===== src/rtl/CpuPkg.sv =====
package CpuPkg;

    // ********************
    // widths
    // ********************
    localparam int wordWidth = 16;
    localparam int addrWidth = 12;
    localparam int regAddrWidth = 3;
    localparam int opcodeWidth = 4;
    localparam int funcWidth = 9;
    localparam int numRegs = 1 << regAddrWidth;
    localparam int memDepth = 1 << addrWidth;

    // ********************
    // encodings
    // ********************
    typedef enum logic [opcodeWidth-1:0] {
        LOAD     = 4'd0,
        STORE    = 4'd1,
        JUMP     = 4'd2,
        JUMPPAGE = 4'd3,
        BRANCHZ  = 4'd4,
        ADDI     = 4'd5,
        RTYPE    = 4'd8,
        HALT     = 4'd15
    } Opcode;

    // function code sits in the low three bits of the RTYPE function field
    typedef enum logic [2:0] {
        NOP      = 3'd0,
        MOVETO   = 3'd1,
        MOVEFROM = 3'd2,
        ADD      = 3'd3,
        SUB      = 3'd4,
        AND      = 3'd5,
        OR       = 3'd6,
        NOT      = 3'd7
    } FuncCode;

    typedef enum logic [2:0] {
        ALU_PASSA,
        ALU_PASSB,
        ALU_ADD,
        ALU_SUB,
        ALU_AND,
        ALU_OR,
        ALU_NOTB
    } AluOp;

    typedef enum logic [1:0] {
        SRCB_REG,
        SRCB_ONE,
        SRCB_IMM
    } AluSrcB;

    typedef enum logic [1:0] {
        PC_ALU,
        PC_PAGE,
        PC_ABS
    } PcSrc;

    // ********************
    // instruction layout
    // ********************
    typedef struct packed {
        logic [opcodeWidth-1:0] opcode;
        logic [addrWidth-1:0]   imm;
    } ImmFields;

    typedef struct packed {
        logic [opcodeWidth-1:0]  opcode;
        logic [regAddrWidth-1:0] regIdx;
        logic [funcWidth-1:0]    func;
    } RegFields;

    // both views cover the same 16 bits, the immediate overlaps regIdx and func
    typedef union packed {
        ImmFields i;
        RegFields r;
    } Instruction;

    typedef struct packed {
        logic   pcWrite;
        logic   branch;
        logic   iOrD;
        logic   irWrite;
        logic   regDst;
        logic   moveTo;
        logic   dataFromMem;
        logic   regWrite;
        logic   aluSrcA;
        AluSrcB aluSrcB;
        AluOp   aluOp;
        PcSrc   pcSrc;
        logic   memWrite;
    } ControlWord;

endpackage


===== src/rtl/CpuController.sv =====
`timescale 1ns/1ns

module CpuController (
    input  logic               clk,
    input  logic               rst,
    input  CpuPkg::Opcode      opcode,
    input  CpuPkg::FuncCode    funcCode,
    output CpuPkg::ControlWord ctrl,
    output logic               halted
);

    typedef enum logic [2:0] {
        FETCH,
        DECODE,
        MEMREAD,
        LOADWB,
        MEMWRITE,
        EXEC,
        ALUWB,
        HALTED
    } State;

    State state;
    State nextState;

    always_ff @(posedge clk) begin
        if (rst)
            state <= FETCH;
        else
            state <= nextState;
    end

    // ********************
    // next state
    // ********************
    always_comb begin
        nextState = state;
        case (state)
            FETCH:    nextState = DECODE;
            DECODE: begin
                case (opcode)
                    CpuPkg::LOAD:     nextState = MEMREAD;
                    CpuPkg::STORE:    nextState = MEMWRITE;
                    CpuPkg::JUMP,
                    CpuPkg::JUMPPAGE,
                    CpuPkg::BRANCHZ,
                    CpuPkg::ADDI,
                    CpuPkg::RTYPE:    nextState = EXEC;
                    // unknown opcodes stop the machine like HALT
                    default:          nextState = HALTED;
                endcase
            end
            MEMREAD:  nextState = LOADWB;
            LOADWB:   nextState = FETCH;
            MEMWRITE: nextState = FETCH;
            EXEC: begin
                if (opcode == CpuPkg::ADDI || opcode == CpuPkg::RTYPE)
                    nextState = ALUWB;
                else
                    nextState = FETCH;
            end
            ALUWB:    nextState = FETCH;
            HALTED:   nextState = HALTED;
            default:  nextState = FETCH;
        endcase
    end

    // ********************
    // control word
    // ********************
    always_comb begin
        ctrl = '0;
        case (state)
            FETCH: begin
                // pc + 1 goes straight from the ALU into the pc
                ctrl.irWrite = 1'b1;
                ctrl.pcWrite = 1'b1;
                ctrl.aluSrcA = 1'b1;
                ctrl.aluSrcB = CpuPkg::SRCB_ONE;
                ctrl.aluOp = CpuPkg::ALU_ADD;
                ctrl.pcSrc = CpuPkg::PC_ALU;
            end
            MEMREAD: ctrl.iOrD = 1'b1;
            LOADWB: begin
                ctrl.dataFromMem = 1'b1;
                ctrl.regWrite = 1'b1;
            end
            MEMWRITE: begin
                ctrl.iOrD = 1'b1;
                ctrl.memWrite = 1'b1;
            end
            EXEC: begin
                case (opcode)
                    CpuPkg::JUMP: begin
                        ctrl.pcWrite = 1'b1;
                        ctrl.pcSrc = CpuPkg::PC_ABS;
                    end
                    CpuPkg::JUMPPAGE: begin
                        ctrl.pcWrite = 1'b1;
                        ctrl.pcSrc = CpuPkg::PC_PAGE;
                    end
                    CpuPkg::BRANCHZ: begin
                        ctrl.branch = 1'b1;
                        ctrl.aluOp = CpuPkg::ALU_PASSA;
                        ctrl.pcSrc = CpuPkg::PC_ABS;
                    end
                    CpuPkg::ADDI: begin
                        ctrl.aluSrcB = CpuPkg::SRCB_IMM;
                        ctrl.aluOp = CpuPkg::ALU_ADD;
                    end
                    CpuPkg::RTYPE: begin
                        case (funcCode)
                            CpuPkg::MOVEFROM: ctrl.aluOp = CpuPkg::ALU_PASSB;
                            CpuPkg::ADD:      ctrl.aluOp = CpuPkg::ALU_ADD;
                            CpuPkg::SUB:      ctrl.aluOp = CpuPkg::ALU_SUB;
                            CpuPkg::AND:      ctrl.aluOp = CpuPkg::ALU_AND;
                            CpuPkg::OR:       ctrl.aluOp = CpuPkg::ALU_OR;
                            CpuPkg::NOT:      ctrl.aluOp = CpuPkg::ALU_NOTB;
                            default:          ctrl.aluOp = CpuPkg::ALU_PASSA;
                        endcase
                    end
                    default: ;
                endcase
            end
            ALUWB: begin
                // nop writes nothing, moveTo writes Ri instead of R0
                ctrl.regWrite = !(opcode == CpuPkg::RTYPE && funcCode == CpuPkg::NOP);
                ctrl.moveTo = (opcode == CpuPkg::RTYPE && funcCode == CpuPkg::MOVETO);
            end
            default: ;
        endcase
    end

    assign halted = (state == HALTED);

    // a memory write only ever comes from a STORE straight after its decode
    memWriteOnlyInMemWrite: assert property (@(posedge clk) disable iff (rst)
        ctrl.memWrite |-> state == MEMWRITE && $past(state) == DECODE
            && opcode == CpuPkg::STORE);

    noRegAndMemWrite: assert property (@(posedge clk) disable iff (rst)
        !(ctrl.regWrite && ctrl.memWrite));

endmodule


===== config.mk =====
export PLATFORM = sky130hd
export DESIGN_NAME = CpuController
export DESIGN_NICKNAME = d
export VERILOG_FILES = /design/src/rtl/CpuPkg.sv /design/src/rtl/CpuController.sv
export SDC_FILE = /design/constraint.sdc
export NUM_CORES = 1
export LEC_CHECK = 0
export BUFFER_PORTS_ARGS = -buffer_cell sky130_fd_sc_hd__buf_2
export CORE_AREA = 2 2 39 41
export CTS_CLUSTER_DIAMETER = 30
export CTS_CLUSTER_SIZE = 28
export DETAILED_ROUTE_END_ITERATION = 7
export DIE_AREA = 0 0 41 43
export HOLD_SLACK_MARGIN = 0.05
export PLACE_DENSITY = 0.69
export SYNTH_ARGS = -nofsm -noshare
export SYNTH_HDL_FRONTEND = slang
export SYNTH_SLANG_ARGS = --single-unit
export TNS_END_PERCENT = 1

===== constraint.sdc =====
create_clock -name clk -period 3.8 [get_ports clk]
set_clock_uncertainty 0.05 [all_clocks]
set_input_delay 0.38 -clock clk [delete_from_list [all_inputs] [get_ports clk]]
set_output_delay 0.38 -clock clk [all_outputs]
set_load 0.1 [all_outputs]

* Word level (Yosys, flattened, before mapping)
Index checks and enable logic that the tools add are counted. Widths: inputs -> output; s select.
Storage, ports and cells: bits in registers 3, logic and storage cells 51
Operators by class: eq/ne operators 20, muxes and demuxes 18, reductions and logical operators 12
Operators by type and width (count):
- $pmux 3 s6 | 2
- $eq 3x3->1 const B | 8
- $pmux 7 s2 | 1
- $eq 3x2->1 const B | 4
- $pmux 3 s3 | 1
- $eq 4x2->1 const B | 2
- $eq 4x3->1 const B | 2
- $mux 1 | 8
- $eq 3x1->1 const B | 2
- $logic_not 3->1 | 2
- $pmux 3 s2 | 1
- $reduce_or 2->1 | 3
- $reduce_or 5->1 | 1
- $eq 4x1->1 const B | 1
- $eq 4x4->1 const B | 1
- $logic_not 4->1 | 1
- $pmux 1 s2 | 2
- $pmux 2 s2 | 1
- $mux 3 | 1
- $reduce_or 3->1 | 1
- $logic_and 1x1->1 | 2
- $mux 2 | 1
- $logic_not 1->1 | 1
- $logic_or 1x1->1 | 1

* Logic depth before layout (Yosys ltp)
Gate-level depths: netlist of the first run.
word-level depth 4, mapped depth 4, gate-level depth less buffers 3

* Worst setup path after synthesis of the first run
Ideal clock, no wire load.
kind register -> output, start point register state[0], end point output port ctrl[15] (netlist name), arrival time 3933 ps, data required time 3370 ps, slack -563 ps, stages on the path, launching flop included 5, buffers on the path 1, path through dfxtp_1 -> buf_4 -> and3b_1 -> nor2b_1 -> nor4b_1
RTL lines:
- start, declared | RTL line CpuController.sv:23 | State state;
- start signal, assigned | RTL line CpuController.sv:30 | state <= nextState;
- end, declared | RTL line CpuController.sv:8 | output CpuPkg::ControlWord ctrl,

==> results of run 1 <==
-- layer usage --
metal / track usage / routed length [um] / vias up / share of wire
li1: - / - / 283 / -
met1: 0.196 / 562 / 250 / 0.49
met2: 0.197 / 539 / 11 / 0.47
met3: 0 / 40 / 0 / 0.035
met4: 0.0800 / 0 / 0 / 0
met5: 0 / 0 / - / 0
-- worst min-delay path by stage --
stage                     startpoint        to  slack (ns)  cells past startpoint
after floorplan                  rst  state[0]        0.41                      1
after global placement           rst  state[0]        0.55                      2
after detailed placement         rst  state[0]        0.55                      2
after CTS                        rst  state[0]        0.30                      2
after global routing             rst  state[0]        0.31                      2
final                            rst  state[0]        0.31                      2
-- final cells by class --
| cell class | instances | area (sq um) | share of cell area |
|---|---|---|---|
| sequential | 3 | 60.1 | 0.0990 |
| multi-input combinational | 54 | 368 | 0.606 |
| inverter | 2 | 7.51 | 0.0124 |
| clock buffer | 4 | 26.3 | 0.0433 |
| timing repair buffer | 25 | 125 | 0.206 |
| tap | 16 | 20.0 | 0.0330 |
-- cells in the final DEF (no fill, tap or decap), drive strengths merged, types with 3 or more instances in the layout --
master  instances
buf            25
clkbuf          4
dfxtp           3
nand2           5
nor2            7
nor3            5
nor3b           3
o21ai           3
-- cells by family after synthesis --
kind of cell              synth area share
buffers and inverters                0.125
DFF                                  0.125
xor gates and xnor gates            0.0364
other                              0.00778
AOI/OAI and AO/OA                    0.187
and+or+nand+nor                      0.520
-- power by group through the flow --
stage	sequential, mW	clock [mW]	combinational [mW]
finish	0.0464	0.0563	0.184
floorplan	0.0375	0	0.174
global placement	0.0464	0	0.184
detailed placement	0.0461	0	0.184
CTS	0.0458	0.0599	0.185
global route	0.0475	0.0624	0.192
-- critical path: stages, from the launching register on --
cell     delay [ns]
dfxtp_1        0.55
and3b_1        0.29
nor2b_1        0.23
nor4b_2        0.21
buf_2          0.46
==> flow_metrics.py, run 1 <==
metrics = {
    "outcome": {
        "outcome": "complete, no violations",
    },
    "synth": {
        "synth.distinct_cells": 36,
        "synth_most_common_cell": "nor2_1",
        "synthFlopType": "dfxtp_1",
        "synth_edf_count": 0,
        "ys_warn_count": 0,
        "netlist_instances": 67,
        "synth_top_area_frac": 0.125,
        "netlist_top_cells_count": "nor2_1 (7), nand2_1 (5), nor3_1 (5)",
        "synth_area_sq_um": 482,
        "yosysSeqAreaShare": 0.125,
        "synth_top_area_cell": "dfxtp_1",
        "avgSynthCellArea_sq_um": 7.19,
        "synthTopCellsByArea": "dfxtp_1 (12%), nor2_1 (5.5%), nor3_1 (5.2%), nor4b_4 (4.9%), buf_4 (4.7%)",
        "synth_fp_nets": 76,
        "ys_seq_elements": 3,
        "async_flop_share": 0,
    },
    "placement": {
        "pre_cts_slack_ns": 1.66,
        "placed_area_sq_um": 581,
        "dp.final_hpwl_um": 852,
        "dp.cells": 100,
        "gp_congestion": 0.857,
        "portBuffers": 25,
    },
    "job": {
        "maxCapViolCount": 0,
    },
    "clock_network": {
        "clockRootBuffer": "clkbuf_4",
        "cts_setup_buffers": 0,
        "clock-sinks": 3,
        "clk_pin_slew_ns": 0.04,
        "cts_buffers": 3,
        "clk_latency_ns": 0.23,
        "h-tree-depth": 1,
        "cts_tree": "built",
        "ctsHoldBuffers": 0,
        "cts_resized": 0,
        "clock_path_buffers": 2,
    },
    "setup_path": {
        "cp-end-kind": "output pin",
        "worst_setup_path_start_kind": "flop",
        "cp_max_fo": 12,
        "critical_path_required_ns": 3.37,
        "path_class": "reg2out",
        "cp.arrival_ns": 1.97,
        "timing.rr.start": "state[1]",
        "r2r-end": "state[1]",
        "r2r_setup_slack_ns": 2.29,
        "crit_path_start": "state[2]",
        "r2r_cells": 3,
        "setup.worst_path.end": "ctrl[15]",
    },
    "final_layout": {
        "n_antenna_cell": 0,
        "nFillCells": 148,
        "fin_cells": 104,
        "reg.largest.list": "state: 3 flops",
        "final_area_sq_um": 607,
        "fin_nets": 98,
        "syn2layout_area_growth_pct": 26.0,
        "layout-drive-gt1-share": 0.352,
        "largest_reg_flops": 3,
        "regMostFlops": "state",
        "utilization": 0.439,
    },
    "die": {
        "die-width_um": 41,
        "rows": 14,
        "ios": 27,
        "die_h_um": 43,
        "core_area_sq_um": 1380,
        "initial_core_util": 0.348,
        "die_area_sq_um": 1760,
    },
    "power": {
        "comb_power_share": 0.642,
        "clkPwrFrac": 0.196,
        "intPower_uw": 109,
        "leakage_nw": 0.286,
        "vdd_drop_max_uv": 161,
        "p_switching_uw": 178,
        "switching_share": 0.621,
        "seqPwrFrac": 0.162,
        "p_per_area_nw_per_um2": 472,
        "total_power_uw": 286,
    },
    "grt": {
        "gr-usage-all-layers": 0.137,
        "grt_max_degree": 14,
        "antenna_found_initial": 0,
        "grt_pass1_wl_mm": 1.73,
        "grt_pass1_vias": 426,
        "overflow": 0,
    },
    "min_path": {
        "hold_class": "in2reg",
    },
    "routing": {
        "num_vias": 544,
        "drt_iter0_markers": 5,
        "vias_per_cell": 5.23,
        "ant_nets": 0,
        "wl_per_cell_um": 11.0,
        "dr.pass1.iters": 4,
        "wirelength_mm": 1.14,
        "drc": 0,
    },
    "timing": {
        "setup_slack_ns": 1.40,
        "setup_viol": 0,
        "rsz0062_at_grt": "no",
        "finalSetupTns_ns": 0,
        "drv_slew": 0,
        "hold_ws_ns": 0.308,
        "min_period_ns": 2.40,
        "timing.final.hold_violations": 0,
        "layout_worst_path_cycle_share": 0.632,
        "fmax_mhz": 416,
    },
}
No activity file was read; power rests on OpenSTA's default activity.
==> run 2: changes to the inputs <==
--- a/config.mk
+++ b/config.mk
@@ -5,6 +5,7 @@
 export SDC_FILE = /design/constraint.sdc
 export NUM_CORES = 1
 export LEC_CHECK = 0
+export ABC_AREA = 1
 export BUFFER_PORTS_ARGS = -buffer_cell sky130_fd_sc_hd__buf_2
 export CORE_AREA = 2 2 39 41
 export CTS_CLUSTER_DIAMETER = 30
@@ -12,7 +13,7 @@
 export DETAILED_ROUTE_END_ITERATION = 7
 export DIE_AREA = 0 0 41 43
 export HOLD_SLACK_MARGIN = 0.05
-export PLACE_DENSITY = 0.69
+export PLACE_DENSITY = 0.64
 export SYNTH_ARGS = -nofsm -noshare
 export SYNTH_HDL_FRONTEND = slang
 export SYNTH_SLANG_ARGS = --single-unit
==> constraint.sdc (replaced) <==
create_clock -name clk -period 2.4 [get_ports clk]
set_clock_uncertainty 0.05 [all_clocks]
set_input_delay 0.24 -clock clk [delete_from_list [all_inputs] [get_ports clk]]
set_output_delay 0.24 -clock clk [all_outputs]
set_load 0.1 [all_outputs]
==> run 2 against run 1 <==
Net effect: combinational power rose to 3.6 times the previous value; count of clock-buffer cells in the layout did not move; clock power rose by 53%; routed wire length fell by 6.0%; synthesized cell count rose by 18%; die area did not move; largest power group unchanged.
==> flow_metrics.py, run 2 <==
metrics = {
    "outcome": {
        "outcome": "complete, no violations",
    },
    "final_layout": {
        "final_common_cell": "buf_2",
        "syn2layout_area_growth_pct": 39.8,
        "utilization": 0.426,
        "largest_reg_flops": 3,
        "reg.largest.list": "state: 3 flops",
        "fin_nets": 116,
        "mostFrequentLayoutCells": "buf_2 (25), nor2_1 (17), nand2_1 (15)",
        "n_antenna_cell": 0,
        "fin_cells": 122,
        "regMostFlops": "state",
        "layout-drive-gt1-share": 0.396,
    },
    "timing": {
        "setup_slack_ns": 0.454,
        "rsz0062_at_grt": "no",
        "timing.final.hold_violations": 0,
        "finalSetupTns_ns": 0,
        "drv_slew": 0,
        "min_period_ns": 1.95,
        "setup_viol": 0,
        "layout_worst_path_cycle_share": 0.811,
        "fmax_mhz": 514,
        "hold_ws_ns": 0.150,
    },
    "power": {
        "seqPwrFrac": 0.098,
        "leakage_nw": 0.357,
        "switching_share": 0.735,
        "comb_power_share": 0.798,
        "p_switching_uw": 606,
        "vdd_drop_max_uv": 561,
        "p_per_area_nw_per_um2": 1400,
        "intPower_uw": 219,
        "clkPwrFrac": 0.105,
    },
    "synth": {
        "synth_area_sq_um": 422,
        "ys_seq_elements": 3,
        "avgSynthCellArea_sq_um": 5.34,
        "synth_most_common_cell": "nor2_1",
        "netlist_top_cells_count": "nor2_1 (17), nand2_1 (15), inv_1 (10)",
        "yosysSeqAreaShare": 0.142,
        "synth_fp_nets": 88,
        "synth_top_area_frac": 0.151,
        "ys_warn_count": 0,
        "synthFlopType": "dfxtp_1",
        "async_flop_share": 0,
        "synth_edf_count": 0,
        "synth.distinct_cells": 19,
        "netlist_instances": 79,
        "synthTopCellsByArea": "nor2_1 (15%), dfxtp_1 (14%), nand2_1 (13%), inv_1 (8.9%), nand3_1 (7.1%)",
        "synth_top_area_cell": "nor2_1",
    },
    "clock_network": {
        "cts_resized": 0,
        "cts_tree": "built",
        "clock_path_buffers": 2,
        "clock-sinks": 3,
        "cts_setup_buffers": 0,
        "clk_pin_slew_ns": 0.04,
        "clockRootBuffer": "clkbuf_4",
        "clk_latency_ns": 0.23,
        "h-tree-depth": 1,
        "ctsHoldBuffers": 0,
        "cts_buffers": 3,
    },
    "setup_path": {
        "cp_cell_sequence": "inv_2 > nor2_8 > nand3_2 > o31ai_2 > buf_2",
        "r2r-end": "state[2]",
        "cp_max_fo": 6,
        "critical_path_required_ns": 2.11,
        "critical-path-max-stage-delay_ns": 0.46,
        "cpMaxStageDelayCell": "buf_2",
        "path_class": "reg2out",
        "r2r_cells": 7,
        "cp.arrival_ns": 1.66,
        "r2r_setup_slack_ns": 1.28,
        "timing.rr.start": "state[1]",
        "worst_setup_path_start_kind": "flop",
        "cp-end-kind": "output pin",
    },
    "routing": {
        "vias_per_cell": 4.57,
        "num_vias": 557,
        "drc": 0,
        "wirelength_mm": 1.07,
        "wl_per_cell_um": 8.80,
        "ant_nets": 0,
        "drt_iter0_markers": 9,
        "dr.pass1.iters": 4,
    },
    "grt": {
        "antenna_found_initial": 0,
        "grt_pass1_wl_mm": 1.85,
        "gr-usage-all-layers": 0.149,
        "grt_max_degree": 7,
        "grt_pass1_vias": 504,
        "overflow": 0,
    },
    "die": {
        "rows": 14,
        "die_h_um": 43,
        "die-width_um": 41,
        "initial_core_util": 0.305,
        "ios": 27,
        "core_area_sq_um": 1380,
        "die_area_sq_um": 1760,
    },
    "min_path": {
        "hold_end": "state[0]",
        "hold_class": "in2reg",
        "min_from": "rst",
        "hold_depth": 2,
    },
    "job": {
        "maxCapViolCount": 0,
    },
    "placement": {
        "pre_cts_slack_ns": 0.692,
        "dp.cells": 118,
        "gp_congestion": 0.831,
        "dp.final_hpwl_um": 928,
        "portBuffers": 25,
    },
}
[run 2: changes by cell type after synthesis, moves of 5 or more]
cell,previous run,this run
nand2_1,5,15
nor2_1,7,17
inv_1,2,10
nand3_1,0,6
inv_2,0,5
[run 2: worst max path at each step]
stage          startpoint       end  slack (ns)
2_1_floorplan    state[2]  ctrl[14]       -0.51
3_3_place_gp     state[2]   ctrl[4]        0.74
3_5_place_dp     state[2]   ctrl[4]        0.69
4_1_cts          state[2]   ctrl[4]        0.44
5_1_grt          state[2]   ctrl[4]        0.33
6_report         state[2]   ctrl[4]        0.45
[run 2: cell families after synthesis]
kind of cell / count (synthesis) / synth area share
AOI/OAI and AO/OA: 10 / 0.139
buffers and inverters: 17 / 0.169
DFF: 3 / 0.142
other: 1 / 0.00889
and+or+nand+nor: 48 / 0.540
[run 2: metal layers]
metal | wire length (um) | GRT usage
met2 | 524 | 0.241
met3 | 71 | 0.0366
met4 | 0 | 0.0733
met1 | 477 | 0.173
met5 | 0 | 0
[run 2: worst max-delay path, delay by kind of cell (launching register included)]
kind	cells	cell delay (ns)
compound gates	1	0.19
buf+inv	2	0.57
flops	1	0.41
simple gates	2	0.25
[run 2: final cells by class]
| cell class | count | area [sq um] |
|---|---|---|
| multi-input combinational | 59 | 302 |
| timing repair buffer | 25 | 125 |
| inverter | 15 | 56.3 |
| clock buffer | 4 | 26.3 |
| sequential | 3 | 60.1 |
| tap | 16 | 20.0 |
| fill | 169 | 795 |
[run 2: metrics by stage]
| stage | area [sq um] | total power, mW |
|---|---|---|
| final | 589 | 0.825 |
| after global routing | 589 | 0.871 |
| after CTS | 589 | 0.830 |
| after detailed placement | 563 | 0.742 |
| after global placement | 563 | 0.738 |
| after floorplan | 433 | 0.667 |
[run 2: power groups by stage]
stage	clock (mW)	combinational [mW]	sequential (mW)
after global placement	0	0.656	0.0814
final	0.0863	0.658	0.0808
after detailed placement	0	0.661	0.0816
after CTS	0.0885	0.661	0.0807
after global routing	0.0929	0.693	0.0853
after floorplan	0	0.588	0.0788
