### src/rtl/CpuPkg.sv
package CpuPkg;

    // ********************
    // widths
    // ********************
    localparam int wordWidth = 16;
    localparam int addrWidth = 12;
    localparam int regAddrWidth = 3;
    localparam int opcodeWidth = 4;
    localparam int funcWidth = 9;
    localparam int numRegs = 1 << regAddrWidth;
    localparam int memDepth = 1 << addrWidth;

    // ********************
    // encodings
    // ********************
    typedef enum logic [opcodeWidth-1:0] {
        LOAD     = 4'd0,
        STORE    = 4'd1,
        JUMP     = 4'd2,
        JUMPPAGE = 4'd3,
        BRANCHZ  = 4'd4,
        ADDI     = 4'd5,
        RTYPE    = 4'd8,
        HALT     = 4'd15
    } Opcode;

    // function code sits in the low three bits of the RTYPE function field
    typedef enum logic [2:0] {
        NOP      = 3'd0,
        MOVETO   = 3'd1,
        MOVEFROM = 3'd2,
        ADD      = 3'd3,
        SUB      = 3'd4,
        AND      = 3'd5,
        OR       = 3'd6,
        NOT      = 3'd7
    } FuncCode;

    typedef enum logic [2:0] {
        ALU_PASSA,
        ALU_PASSB,
        ALU_ADD,
        ALU_SUB,
        ALU_AND,
        ALU_OR,
        ALU_NOTB
    } AluOp;

    typedef enum logic [1:0] {
        SRCB_REG,
        SRCB_ONE,
        SRCB_IMM
    } AluSrcB;

    typedef enum logic [1:0] {
        PC_ALU,
        PC_PAGE,
        PC_ABS
    } PcSrc;

    // ********************
    // instruction layout
    // ********************
    typedef struct packed {
        logic [opcodeWidth-1:0] opcode;
        logic [addrWidth-1:0]   imm;
    } ImmFields;

    typedef struct packed {
        logic [opcodeWidth-1:0]  opcode;
        logic [regAddrWidth-1:0] regIdx;
        logic [funcWidth-1:0]    func;
    } RegFields;

    // both views cover the same 16 bits, the immediate overlaps regIdx and func
    typedef union packed {
        ImmFields i;
        RegFields r;
    } Instruction;

    typedef struct packed {
        logic   pcWrite;
        logic   branch;
        logic   iOrD;
        logic   irWrite;
        logic   regDst;
        logic   moveTo;
        logic   dataFromMem;
        logic   regWrite;
        logic   aluSrcA;
        AluSrcB aluSrcB;
        AluOp   aluOp;
        PcSrc   pcSrc;
        logic   memWrite;
    } ControlWord;

endpackage

### src/rtl/Alu.sv
`timescale 1ns/1ns

module Alu (
    input  logic [CpuPkg::wordWidth-1:0] a,
    input  logic [CpuPkg::wordWidth-1:0] b,
    input  CpuPkg::AluOp                 op,
    output logic [CpuPkg::wordWidth-1:0] res,
    output logic                         zero
);

    always_comb begin
        case (op)
            CpuPkg::ALU_PASSA: res = a;
            CpuPkg::ALU_PASSB: res = b;
            CpuPkg::ALU_ADD:   res = a + b;
            // two's complement subtraction wraps below zero
            CpuPkg::ALU_SUB:   res = a - b;
            CpuPkg::ALU_AND:   res = a & b;
            CpuPkg::ALU_OR:    res = a | b;
            CpuPkg::ALU_NOTB:  res = ~b;
            default:           res = a;
        endcase
    end

    // BRANCHZ reads this with PASSA on the accumulator
    assign zero = (res == '0);

endmodule

### src/rtl/RegisterFile.sv
`timescale 1ns/1ns

module RegisterFile (
    input  logic                            clk,
    input  logic                            rst,
    input  logic [CpuPkg::regAddrWidth-1:0] readAdr,
    input  logic [CpuPkg::regAddrWidth-1:0] writeAdr,
    input  logic [CpuPkg::wordWidth-1:0]    writeData,
    input  logic                            regWrite,
    output logic [CpuPkg::wordWidth-1:0]    accData,
    output logic [CpuPkg::wordWidth-1:0]    readData
);

    logic [CpuPkg::wordWidth-1:0] regs [CpuPkg::numRegs];

    always_ff @(posedge clk) begin
        if (rst) begin
            for (int i = 0; i < CpuPkg::numRegs; i++) begin
                regs[i] <= '0;
            end
        end else if (regWrite) begin
            regs[writeAdr] <= writeData;
        end
    end

    // R0 is the accumulator and has its own port
    assign accData = regs[0];
    assign readData = regs[readAdr];

endmodule

### src/rtl/CpuDatapath.sv
`timescale 1ns/1ns

module CpuDatapath (
    input  logic                         clk,
    input  logic                         rst,
    input  CpuPkg::ControlWord           ctrl,
    input  logic [CpuPkg::wordWidth-1:0] memData,
    output logic [CpuPkg::addrWidth-1:0] memAdr,
    output logic [CpuPkg::wordWidth-1:0] memWriteData,
    output CpuPkg::Opcode                opcode,
    output CpuPkg::FuncCode              funcCode
);

    localparam int extWidth = CpuPkg::wordWidth - CpuPkg::addrWidth;
    localparam int pageWidth = CpuPkg::addrWidth - CpuPkg::funcWidth;

    logic [CpuPkg::addrWidth-1:0]    pc;
    logic [CpuPkg::addrWidth-1:0]    pcNext;
    logic                            pcLoad;
    CpuPkg::Instruction              ir;
    logic [CpuPkg::wordWidth-1:0]    mdr;
    logic [CpuPkg::wordWidth-1:0]    aReg;
    logic [CpuPkg::wordWidth-1:0]    bReg;
    logic [CpuPkg::wordWidth-1:0]    aluOut;
    logic [CpuPkg::wordWidth-1:0]    aluA;
    logic [CpuPkg::wordWidth-1:0]    aluB;
    logic [CpuPkg::wordWidth-1:0]    aluRes;
    logic                            zero;
    logic [CpuPkg::wordWidth-1:0]    immExt;
    logic [CpuPkg::wordWidth-1:0]    accData;
    logic [CpuPkg::wordWidth-1:0]    readData;
    logic [CpuPkg::regAddrWidth-1:0] writeAdr;
    logic [CpuPkg::wordWidth-1:0]    writeData;

    // ********************
    // state registers
    // ********************
    // the branch condition is resolved here so the controller never sees zero
    assign pcLoad = ctrl.pcWrite | (ctrl.branch & zero);

    always_ff @(posedge clk) begin
        if (rst) begin
            pc <= '0;
            ir <= '0;
            mdr <= '0;
            aReg <= '0;
            bReg <= '0;
            aluOut <= '0;
        end else begin
            if (pcLoad)
                pc <= pcNext;
            if (ctrl.irWrite)
                ir <= memData;
            mdr <= memData;
            aReg <= accData;
            bReg <= readData;
            aluOut <= aluRes;
        end
    end

    // ********************
    // operand selection
    // ********************
    assign immExt = {{extWidth{ir.i.imm[CpuPkg::addrWidth-1]}}, ir.i.imm};
    assign aluA = ctrl.aluSrcA ? {{extWidth{1'b0}}, pc} : aReg;

    always_comb begin
        case (ctrl.aluSrcB)
            CpuPkg::SRCB_REG: aluB = bReg;
            CpuPkg::SRCB_ONE: aluB = 1;
            CpuPkg::SRCB_IMM: aluB = immExt;
            default:          aluB = '0;
        endcase
    end

    Alu alu (
        .a(aluA),
        .b(aluB),
        .op(ctrl.aluOp),
        .res(aluRes),
        .zero(zero)
    );

    always_comb begin
        case (ctrl.pcSrc)
            CpuPkg::PC_PAGE: pcNext = {pc[CpuPkg::addrWidth-1 -: pageWidth], ir.r.func};
            CpuPkg::PC_ABS:  pcNext = ir.i.imm;
            default:         pcNext = aluRes[CpuPkg::addrWidth-1:0];
        endcase
    end

    assign writeAdr = ctrl.moveTo ? ir.r.regIdx : '0;
    assign writeData = ctrl.dataFromMem ? mdr : aluOut;

    RegisterFile regFile (
        .clk(clk),
        .rst(rst),
        .readAdr(ir.r.regIdx),
        .writeAdr(writeAdr),
        .writeData(writeData),
        .regWrite(ctrl.regWrite),
        .accData(accData),
        .readData(readData)
    );

    assign memAdr = ctrl.iOrD ? ir.i.imm : pc;
    assign memWriteData = aReg;
    assign opcode = CpuPkg::Opcode'(ir.i.opcode);
    assign funcCode = CpuPkg::FuncCode'(ir.r.func[2:0]);

    // a fetch is followed by decode, which must leave pc and IR alone
    pcOnlyInFetch: assert property (@(posedge clk) disable iff (rst)
        (ctrl.irWrite && ctrl.pcWrite) |=> !(ctrl.irWrite || ctrl.pcWrite || ctrl.branch));

endmodule

### config.mk
export PLATFORM = sky130hd
export DESIGN_NAME = CpuDatapath
export DESIGN_NICKNAME = d
export VERILOG_FILES = /design/src/rtl/CpuPkg.sv /design/src/rtl/Alu.sv /design/src/rtl/RegisterFile.sv /design/src/rtl/CpuDatapath.sv
export SDC_FILE = /design/constraint.sdc
export NUM_CORES = 1
export LEC_CHECK = 0
export BUFFER_PORTS_ARGS = -buffer_cell sky130_fd_sc_hd__buf_2
export CAP_MARGIN = 20
export CORE_UTILIZATION = 37
export DETAILED_ROUTE_END_ITERATION = 6
export GPL_TIMING_DRIVEN = 1
export PLACE_DENSITY = 0.6
export RECOVER_POWER = 25
export REMOVE_ABC_BUFFERS = 1
export SLEW_MARGIN = 15
export SYNTH_ARGS = -nofsm -noshare
export SYNTH_HDL_FRONTEND = slang
export SYNTH_SLANG_ARGS = --single-unit
### constraint.sdc
create_clock -name clk -period 8.5 [get_ports clk]
set_input_delay 2.125 -clock clk [delete_from_list [all_inputs] [get_ports clk]]
set_output_delay 2.125 -clock clk [all_outputs]
set_load 0.005 [all_outputs]
Word-level counts from Yosys, hierarchy flattened
Memories as Yosys holds them, arrays and structs flattened. A register that Yosys moved wholly into a read port is not among the register bits.
Cells that the tools add are included.
- flip-flop bits (word level): 60
- memory bits (writable): 128
- bits of input ports: 35
- output and inout bits: 35
- memories kept: 1
- add/subtract/negate cells: 2
- eq/ne operators: 10
- mux-type cells: 15
- bitwise operators: 6
- reduce and logical (&&, ||, !) cells: 4
- memories (memory ; words ; bits a word ; read ports ; clocked after Yosys merged registers in ; wr ports ; line ; source):
    regFile.regs ; 8 ; 16 ; 2 ; 2 ; 8 ; RegisterFile.sv:14 ; logic [CpuPkg::wordWidth-1:0] regs [CpuPkg::numRegs];
- operator list (kind ; count):
    one-hot mux 16 bit (6 select lines) ; 1
    two-way mux 16 bit ; 3
    one-hot mux 16 bit (3 select lines) ; 1
    one-hot mux 12 bit (2 select lines) ; 1
    adder 16 bit ; 1
    bitwise AND 16 bit ; 1
    logical NOT 16 bit ; 1
    NOT 16 bit ; 1
    bitwise OR 16 bit ; 1
    OR reduction 16 bit ; 1
    subtractor 16 bit ; 1
    two-way mux 12 bit ; 1
    == test 3 bit, second input constant ; 3
    == test 3 x 2 -> 1 bit, second input constant ; 2
    two-way mux 1 bit ; 6
    two-way mux 3 bit ; 2
    == test 2 x 1 -> 1 bit, second input constant ; 2
    == test 2 bit, second input constant ; 2
    == test 3 x 1 -> 1 bit, second input constant ; 1
    logical NOT 2 bit ; 1
    AND reduction 2 bit ; 1
    bitwise AND 1 bit ; 1
    NOT 1 bit ; 1
    bitwise OR 1 bit ; 1

Logic depth before layout (Yosys ltp)
Gate-level depths: netlist of run 1.
- depth after elaboration: 8
- mapped depth: 21
- gate-level depth less buffers: 19

Cells and area by module
From an unflattened synthesis of run 1, not the netlist that was laid out.
- cell total of the unflattened synthesis: 1005
- area, all modules: 11446.0 um^2
- modules (own cells, without submodules) (module ; instances ; cells an instance ; area each (um^2) ; sequential area each (um^2)):
    RegisterFile ; 1 ; 373 ; 5839.4 ; 3843.7
    CpuDatapath ; 1 ; 348 ; 3706.1 ; 1841.8
    Alu ; 1 ; 284 ; 1900.6 ; 0.0

Worst setup path after synthesis of run 1
Ideal clock, no wire load.
- path kind: input to register
- start point: input ctrl[7] (netlist bit)
- end point: register pc[0] (netlist bit)
- data arrival time: 5.991 ns
- required time: 8.379 ns
- setup slack: 2.388 ns
- stages on the path: 18
- cell sequence: buf_4 buf_6 nor3_1 a211oi_1 or2_2 nor2_1 a21oi_1 xnor2_1 ha_1 a211o_1 or4_4 o211ai_4 nor4_1 a211oi_1 nand3_1 nor4_4 a21oi_4 mux2_4
- word-level cells in the longest chain between the ends: 7
- elaborated cells on any way between the ends: 14
- ends and longest elaborated chain (item ; line ; source):
    start, declared ; CpuDatapath.sv:6 ; input CpuPkg::ControlWord ctrl,
    == test 2 bit, or another cell as far along ; CpuDatapath.sv:68 ; case (ctrl.aluSrcB)
    one-hot mux 16 bit (3 select lines) * ; CpuDatapath.sv:68 ;
    subtractor 16 bit, or another cell as far along ; Alu.sv:17 ; CpuPkg::ALU_SUB: res = a - b;
    one-hot mux 16 bit (6 select lines) * ; Alu.sv:12 ; case (op)
    logical NOT 16 bit ; Alu.sv:26 ; assign zero = (res == '0);
    bitwise AND 1 bit ; CpuDatapath.sv:39 ; assign pcLoad = ctrl.pcWrite | (ctrl.branch & zero);
    bitwise OR 1 bit ; CpuDatapath.sv:39 ;
    end signal, assigned ; CpuDatapath.sv:51 ; pc <= pcNext;
    end, declared ; CpuDatapath.sv:17 ; logic [CpuPkg::addrWidth-1:0] pc;
Mark *: on every way between the ends. The rest lies on a longest branch, timed or not.
A chain may end at the register's enable or synchronous reset.

Worst setup path after layout of run 1
- start point: input ctrl[7] (netlist bit)
- end point: register pc[5] (netlist bit)
The elaborated chain is that of the path after synthesis.

==> impl_metrics.yaml, run 1 <==
die:
  rows: 63
  io_pins: 70
  die_area_mm2: 0.0313
  start_util_pct: 37.9
  die_y_um: 177
  die_x_um: 177
  fp.coreArea_mm2: 0.0299
clocking:
  cts_buffers: 22
  post_cts_buffers: 0
  insertion_delay_ps: 510
  clock-root-buffer: "clkbuf_16"
  htreeDepth: 1
  cts-hold-fix-buffers: 0
  clock-sinks: 220
  cts_resized: 0
  clkTransAtPathRegs_ps: 60
  cts_buffer_depth: 3
  tritoncts: "yes"
timing:
  fmax_mhz: 149
  skew_ps: 7.48
  slew_headroom_pct: -129
  period_needed_ps: 6720
  setup_violations: 0
  slew_viol_final: 116
  fin_crit_sh_pct: 79.1
  worst_pin_slew_ps: 3430
  hold_slack_ps: 486
  rsz0062_at_grt: "false"
  final_hold_viol_count: 0
  fin_setup_tns_ps: 0
routing:
  via_per_inst: 5.39
  wl_um: 29600
  antenna_left: 0
  top_layer: "met4"
  drc_errors: 0
  wire_per_inst_um: 20.1
  met3_wirelength_um: 1260
  firstDrtPassIters: 5
  via_count: 7925
  wl_met2_um: 14100
  wl_met1_um: 13500
  drt_iter0_drc: 603
layout:
  seq_area_mm2: 0.00569
  fillers: 2820
  fin_nets: 1120
  diodes: 0
  final_cells: 1470
  synthToLayoutAreaGrowth_pct: 11.6
  drive_above_1_share_pct: 16.8
  finish.utilization_pct: 42.3
  multi_input_area_mm2: 0.00521
grt:
  grt_pass1_wl_um: 45300
  grt_start_max_net_pins: 81
  grtUsageTotal_pct: 18.9
  grt_pass1_vias: 7786
  grt_overflow_total: 0
  antenna_found_initial: 0
critical_path:
  worst_r2r_path_depth: 16
  endpoint_kind: "flop"
  worst-endpoint-arrival_ps: 7110
  crit_type: "primary input to flop"
  cp-start-kind: "primary input"
  cp.required_ps: 8890
  crit_fanout: 23
logic_synthesis:
  synth_warnings: 0
  synth-edff-count: 128
  synth_flop_cell: "edfxtp_1"
  synth.avg_cell_area_um2: 10.9
  syn_area_mm2: 0.0113
  ys_seq_elements: 220
  ys_async_sr_fraction_pct: 0
  synth_cell_type_count: 79
  ys_seq_area_share_pct: 50.2
  netlist_instances: 1039
placement:
  portBuffers: 67
  globalplace.congestion: 0.904
  dp_cells: 1430
  hpwl_um: 20500
status:
  status: "finished, violations left"
  violations: "max-capacitance violations, max-slew violations"
run:
  drv_cap: 2
power:
  powerDensity_mw_per_mm2: 215
  max-vdd-ir-drop_uv: 122
  p_leak_nw: 4.87
  power_w: 0.00271
min_path:
  holdPathStages: 1
  hold_path.class: "flop to flop"
==> where the power goes <==
group	switching (W)	internal, W	leakage [nW]	total [W]
Combinational	0.000263	0.000165	2.39	0.000428
Sequential	0.0000252	0.00118	2.08	0.00121
Clock	0.000401	0.000677	0.400	0.00108
Total	0.000689	0.00202	4.87	0.00271
==> critical path, cell delays in order <==
cell and delay, ps:
buf_2 520, mux2i_1 460, nor2_1 180, or2_2 320
nor2_1 100, a21oi_1 90, xnor2_1 150, ha_1 370
a211o_1 360, or4_4 510, o211ai_4 250, nor4_1 90
a211oi_1 420, nand3_1 190, nor4_4 390, a21oi_4 210
mux2_4 340
==> flip-flops by register name, indices dropped and copies added (netlist names) <==
register	flops
regFile.regs	128
aluOut	16
ir	16
pc	12
mdr	16
bReg	16
memWriteData	16
==> kinds of logic after synthesis <==
group,synth area share (%)
flops,50.2
buf+inv,3.85
compound gates,8.37
xor+xnor,1.39
mux,16.2
fa+ha+maj,2.39
simple gates,17.6
==> synth_stat cells (8+ instances only) <==
master,n,area share (%)
and2b_1,8,0.53
nand2b_1,22,1.2
buf_4,8,0.53
mux2i_1,77,6.8
mux2_2,16,1.6
clkbuf_1,41,1.4
nor4_1,9,0.50
mux2_4,9,1.2
edfxtp_1,128,34
inv_1,20,0.66
xnor2_1,11,0.85
a21oi_1,38,1.7
nor2b_1,56,3.1
buf_2,8,0.35
a211oi_1,9,0.60
ha_1,20,2.2
nor3_1,15,0.66
nand2_1,36,1.2
mux4_2,32,6.4
o21ai_0,27,1.2
nor2_1,218,7.2
dfxtp_1,92,16
buf_1,9,0.30
nand3_1,10,0.44
==> area by class of cell <==
type,count,area share (%)
Clock inverter,9,1.41
Timing Repair Buffer,73,2.87
Multi-Input combinational cell,726,41.2
Clock buffer,31,5.05
Sequential cell,220,45.0
Inverter,21,0.624
Tap cell,390,3.86
==> cell usage in the layout, fill, tap and decap left out, types with 23 or more instances in the layout <==
cell type | synthesis | routed
mux2i_1 | 77 | 77
clkbuf_16 | 0 | 23
o21ai_0 | 27 | 27
buf_2 | 8 | 56
dfxtp_1 | 92 | 90
nor2_1 | 218 | 218
a21oi_1 | 38 | 38
nor2b_1 | 56 | 56
nand2_1 | 36 | 36
edfxtp_1 | 128 | 128
mux4_2 | 32 | 32
==> final timing paths <==
| path | startpoint | slack (ps) | endpoint |
|---|---|---|---|
| worst max-delay path | ctrl[7] | 1780 | pc[5]$_SDFFE_PP0P_ |
| worst min register to register | regFile.regs[0][3]$_SDFFCE_PN0P_ | 490 | memWriteData[3]$_SDFF_PP0_ |
| worst min-delay path | regFile.regs[0][3]$_SDFFCE_PN0P_ | 490 | memWriteData[3]$_SDFF_PP0_ |
| worst max register to register | ir[3]$_SDFFE_PP0P_ | 3560 | pc[5]$_SDFFE_PP0P_ |
==> through the flow <==
stage / instance area, µm² / worst slack (ps)
6_report: 12600 / 1780
5_1_grt: 12600 / 1440
4_1_cts: 12700 / 1780
3_5_place_dp: 11800 / 1270
3_3_place_gp: 11800 / 1270
2_1_floorplan: 11000 / 2430
==> routing by layer <==
layer,up-vias,global-route usage [%]
li1,3760,-
met1,3884,25.9
met2,240,31.0
met3,41,2.26
met4,0,6.07
met5,-,0
Power figures use the tool's default switching activity.
==> inputs of run 2 (changes only) <==
PLACE_DENSITY = 0.62   (was 0.6)
clock period = 5.87 ns   (was 8.5 ns; I/O delays follow)
==> run 2 against run 1 <==
The run still ends with max-capacitance violations, max-slew violations left. Cell count grew 2.3%. Critical path depth grew 2. Routed wire length shrank 0.74%. Combinational power up 53%. Sequential share of layout area decreased by 0.60 points. Die area did not move. Sequential cell count unchanged. Final area grew 1.3%. Register-to-register slack got worse by 2400 ps. Critical path type unchanged. Critical endpoint is now pc[4]$_SDFFE_PP0P_.
==> impl_metrics.yaml, run 2 (synthesis gave the netlist of run 1 again) <==
status:
  status: "finished, violations left"
  violations: "max-capacitance violations, max-slew violations"
critical_path:
  endpoint_kind: "flop"
  worst-endpoint-arrival_ps: 5870
  slowest_delay_ps: 500
  cp_top_family: "compound AO/OA/AOI/OAI gates"
  crit_buf_inv: 3
  worstPathCellList: "buf_2 -> nor3_1 -> a21oi_1 -> inv_1 -> ha_1 -> o21ai_0 -> o21ai_0 -> xor2_1 -> ha_1 -> a211o_1 -> or4_4 -> o211ai_4 -> buf_4 -> xnor2_1 -> a21oi_2 -> o2111ai_2 -> nor4_4 -> a21oi_4 -> mux2_4"
  cp.required_ps: 6260
  crit_fanout: 10
  critPathSlowestCell: "or4_4"
  crit_type: "primary input to flop"
  cp-start-kind: "primary input"
die:
  start_util_pct: 37.9
  io_pins: 70
  die_x_um: 177
  rows: 63
  fp.coreArea_mm2: 0.0299
  die_y_um: 177
  die_area_mm2: 0.0313
timing:
  fmax_mhz: 182
  rsz0062_at_grt: "false"
  slew_headroom_pct: -31.5
  slew_viol_final: 42
  period_needed_ps: 5480
  worst_pin_slew_ps: 1970
  setup_violations: 0
  final_hold_viol_count: 0
  skew_ps: 9.36
  fin_crit_sh_pct: 93.4
  worst_slack_ps: 389
routing:
  drc_errors: 0
  drt_iter0_drc: 712
  wl_um: 29300
  firstDrtPassIters: 5
  via_count: 8012
  via_per_inst: 5.33
  antenna_left: 0
  wire_per_inst_um: 19.5
clocking:
  clock-sinks: 220
  clkTransAtPathRegs_ps: 60
  cts_buffers: 23
  tritoncts: "yes"
  cts-hold-fix-buffers: 0
  clock-root-buffer: "clkbuf_16"
  insertion_delay_ps: 500
  post_cts_buffers: 0
  htreeDepth: 1
  cts_buffer_depth: 3
  cts_resized: 0
placement:
  hpwl_um: 21000
  portBuffers: 67
  globalplace.congestion: 0.871
  placed_area_mm2: 0.0121
  place_ws_ps: -122
grt:
  grt_pass1_vias: 7814
  grt_overflow_total: 0
  grtUsageTotal_pct: 18.8
  antenna_found_initial: 0
  grt_start_max_net_pins: 74
  grt_pass1_wl_um: 45200
power:
  max-vdd-ir-drop_uv: 198
  power_w: 0.00381
  p_leak_nw: 4.98
  powerDensity_mw_per_mm2: 297
layout:
  regMostFlops: "regFile.regs"
  fin_nets: 1154
  most-common-layout-cells: "218 x nor2_1, 128 x edfxtp_1, 90 x dfxtp_1"
  synthToLayoutAreaGrowth_pct: 13.1
  largest_reg_flops: 128
  layout_commonest_cell: "nor2_1"
  fillers: 2792
  drive_above_1_share_pct: 18.7
  design_area_mm2: 0.0128
  multi_input_area_mm2: 0.00521
  seq_area_mm2: 0.00569
  diodes: 0
min_path:
  hold_path.class: "flop to flop"
run:
  drv_cap: 1
-- run 2: cell types whose count changed in the layout (fill, tap and decap cells not counted) --
| cell | before | now |
|---|---|---|
| clkinvlp_2 | 1 | 0 |
| buf_12 | 0 | 1 |
| bufinv_16 | 5 | 1 |
| clkinvlp_4 | 0 | 1 |
| clkinv_2 | 1 | 3 |
| clkinv_1 | 0 | 3 |
| clkbuf_8 | 3 | 2 |
| inv_6 | 0 | 2 |
| clkinv_4 | 2 | 0 |
| buf_2 | 56 | 53 |
| clkbuf_1 | 15 | 19 |
| clkbuf_2 | 2 | 1 |
| clkbuf_16 | 23 | 24 |
| buf_4 | 5 | 37 |
-- run 2: path summary, 6_finish.rpt --
check,depth (start not counted),from,slack [ps],to
setup / recovery,19,ctrl[7],390,pc[4]$_SDFFE_PP0P_
setup reg to reg,18,ir[0]$_SDFFE_PP0P_,1190,pc[4]$_SDFFE_PP0P_
hold / removal,1,regFile.regs[0][3]$_SDFFCE_PN0P_,480,memWriteData[3]$_SDFF_PP0_
hold reg to reg,1,regFile.regs[0][3]$_SDFFCE_PN0P_,480,memWriteData[3]$_SDFF_PP0_
-- run 2: stage by stage --
stage | instances | setup TNS [ps] | utilization, % | hold slack [ps]
2_1_floorplan | 967 | 0 | - | 451
4_1_cts | 1504 | 0 | 43.0 | 481
3_5_place_dp | 1463 | -1100 | 40.5 | 468
5_1_grt | 1504 | 0 | 42.9 | 520
3_3_place_gp | 1463 | -763 | 40.5 | 466
6_report | 1504 | 0 | 42.9 | 476
-- run 2: cell type report --
class,instances,area share (%)
Sequential cell,220,44.4
Multi-Input combinational cell,726,40.6
Clock buffer,31,5.05
Timing Repair Buffer,106,4.84
Tap cell,390,3.81
Clock inverter,10,0.635
Inverter,21,0.615
-- run 2: report_power, final --
group          internal [W]  leakage [nW]  switching, W
combinational      0.000268          2.54      0.000387
clock              0.000819         0.356      0.000585
sequential          0.00171          2.08     0.0000371
-- run 2: routing by layer --
| metal | vias up | track usage (%) | wire [µm] |
|---|---|---|---|
| met5 | - | 0 | 0 |
| met4 | 0 | 5.03 | 570 |
| met3 | 40 | 2.15 | 1320 |
| met2 | 214 | 31.7 | 14300 |
| met1 | 3932 | 25.6 | 13200 |
| li1 | 3826 | - | - |
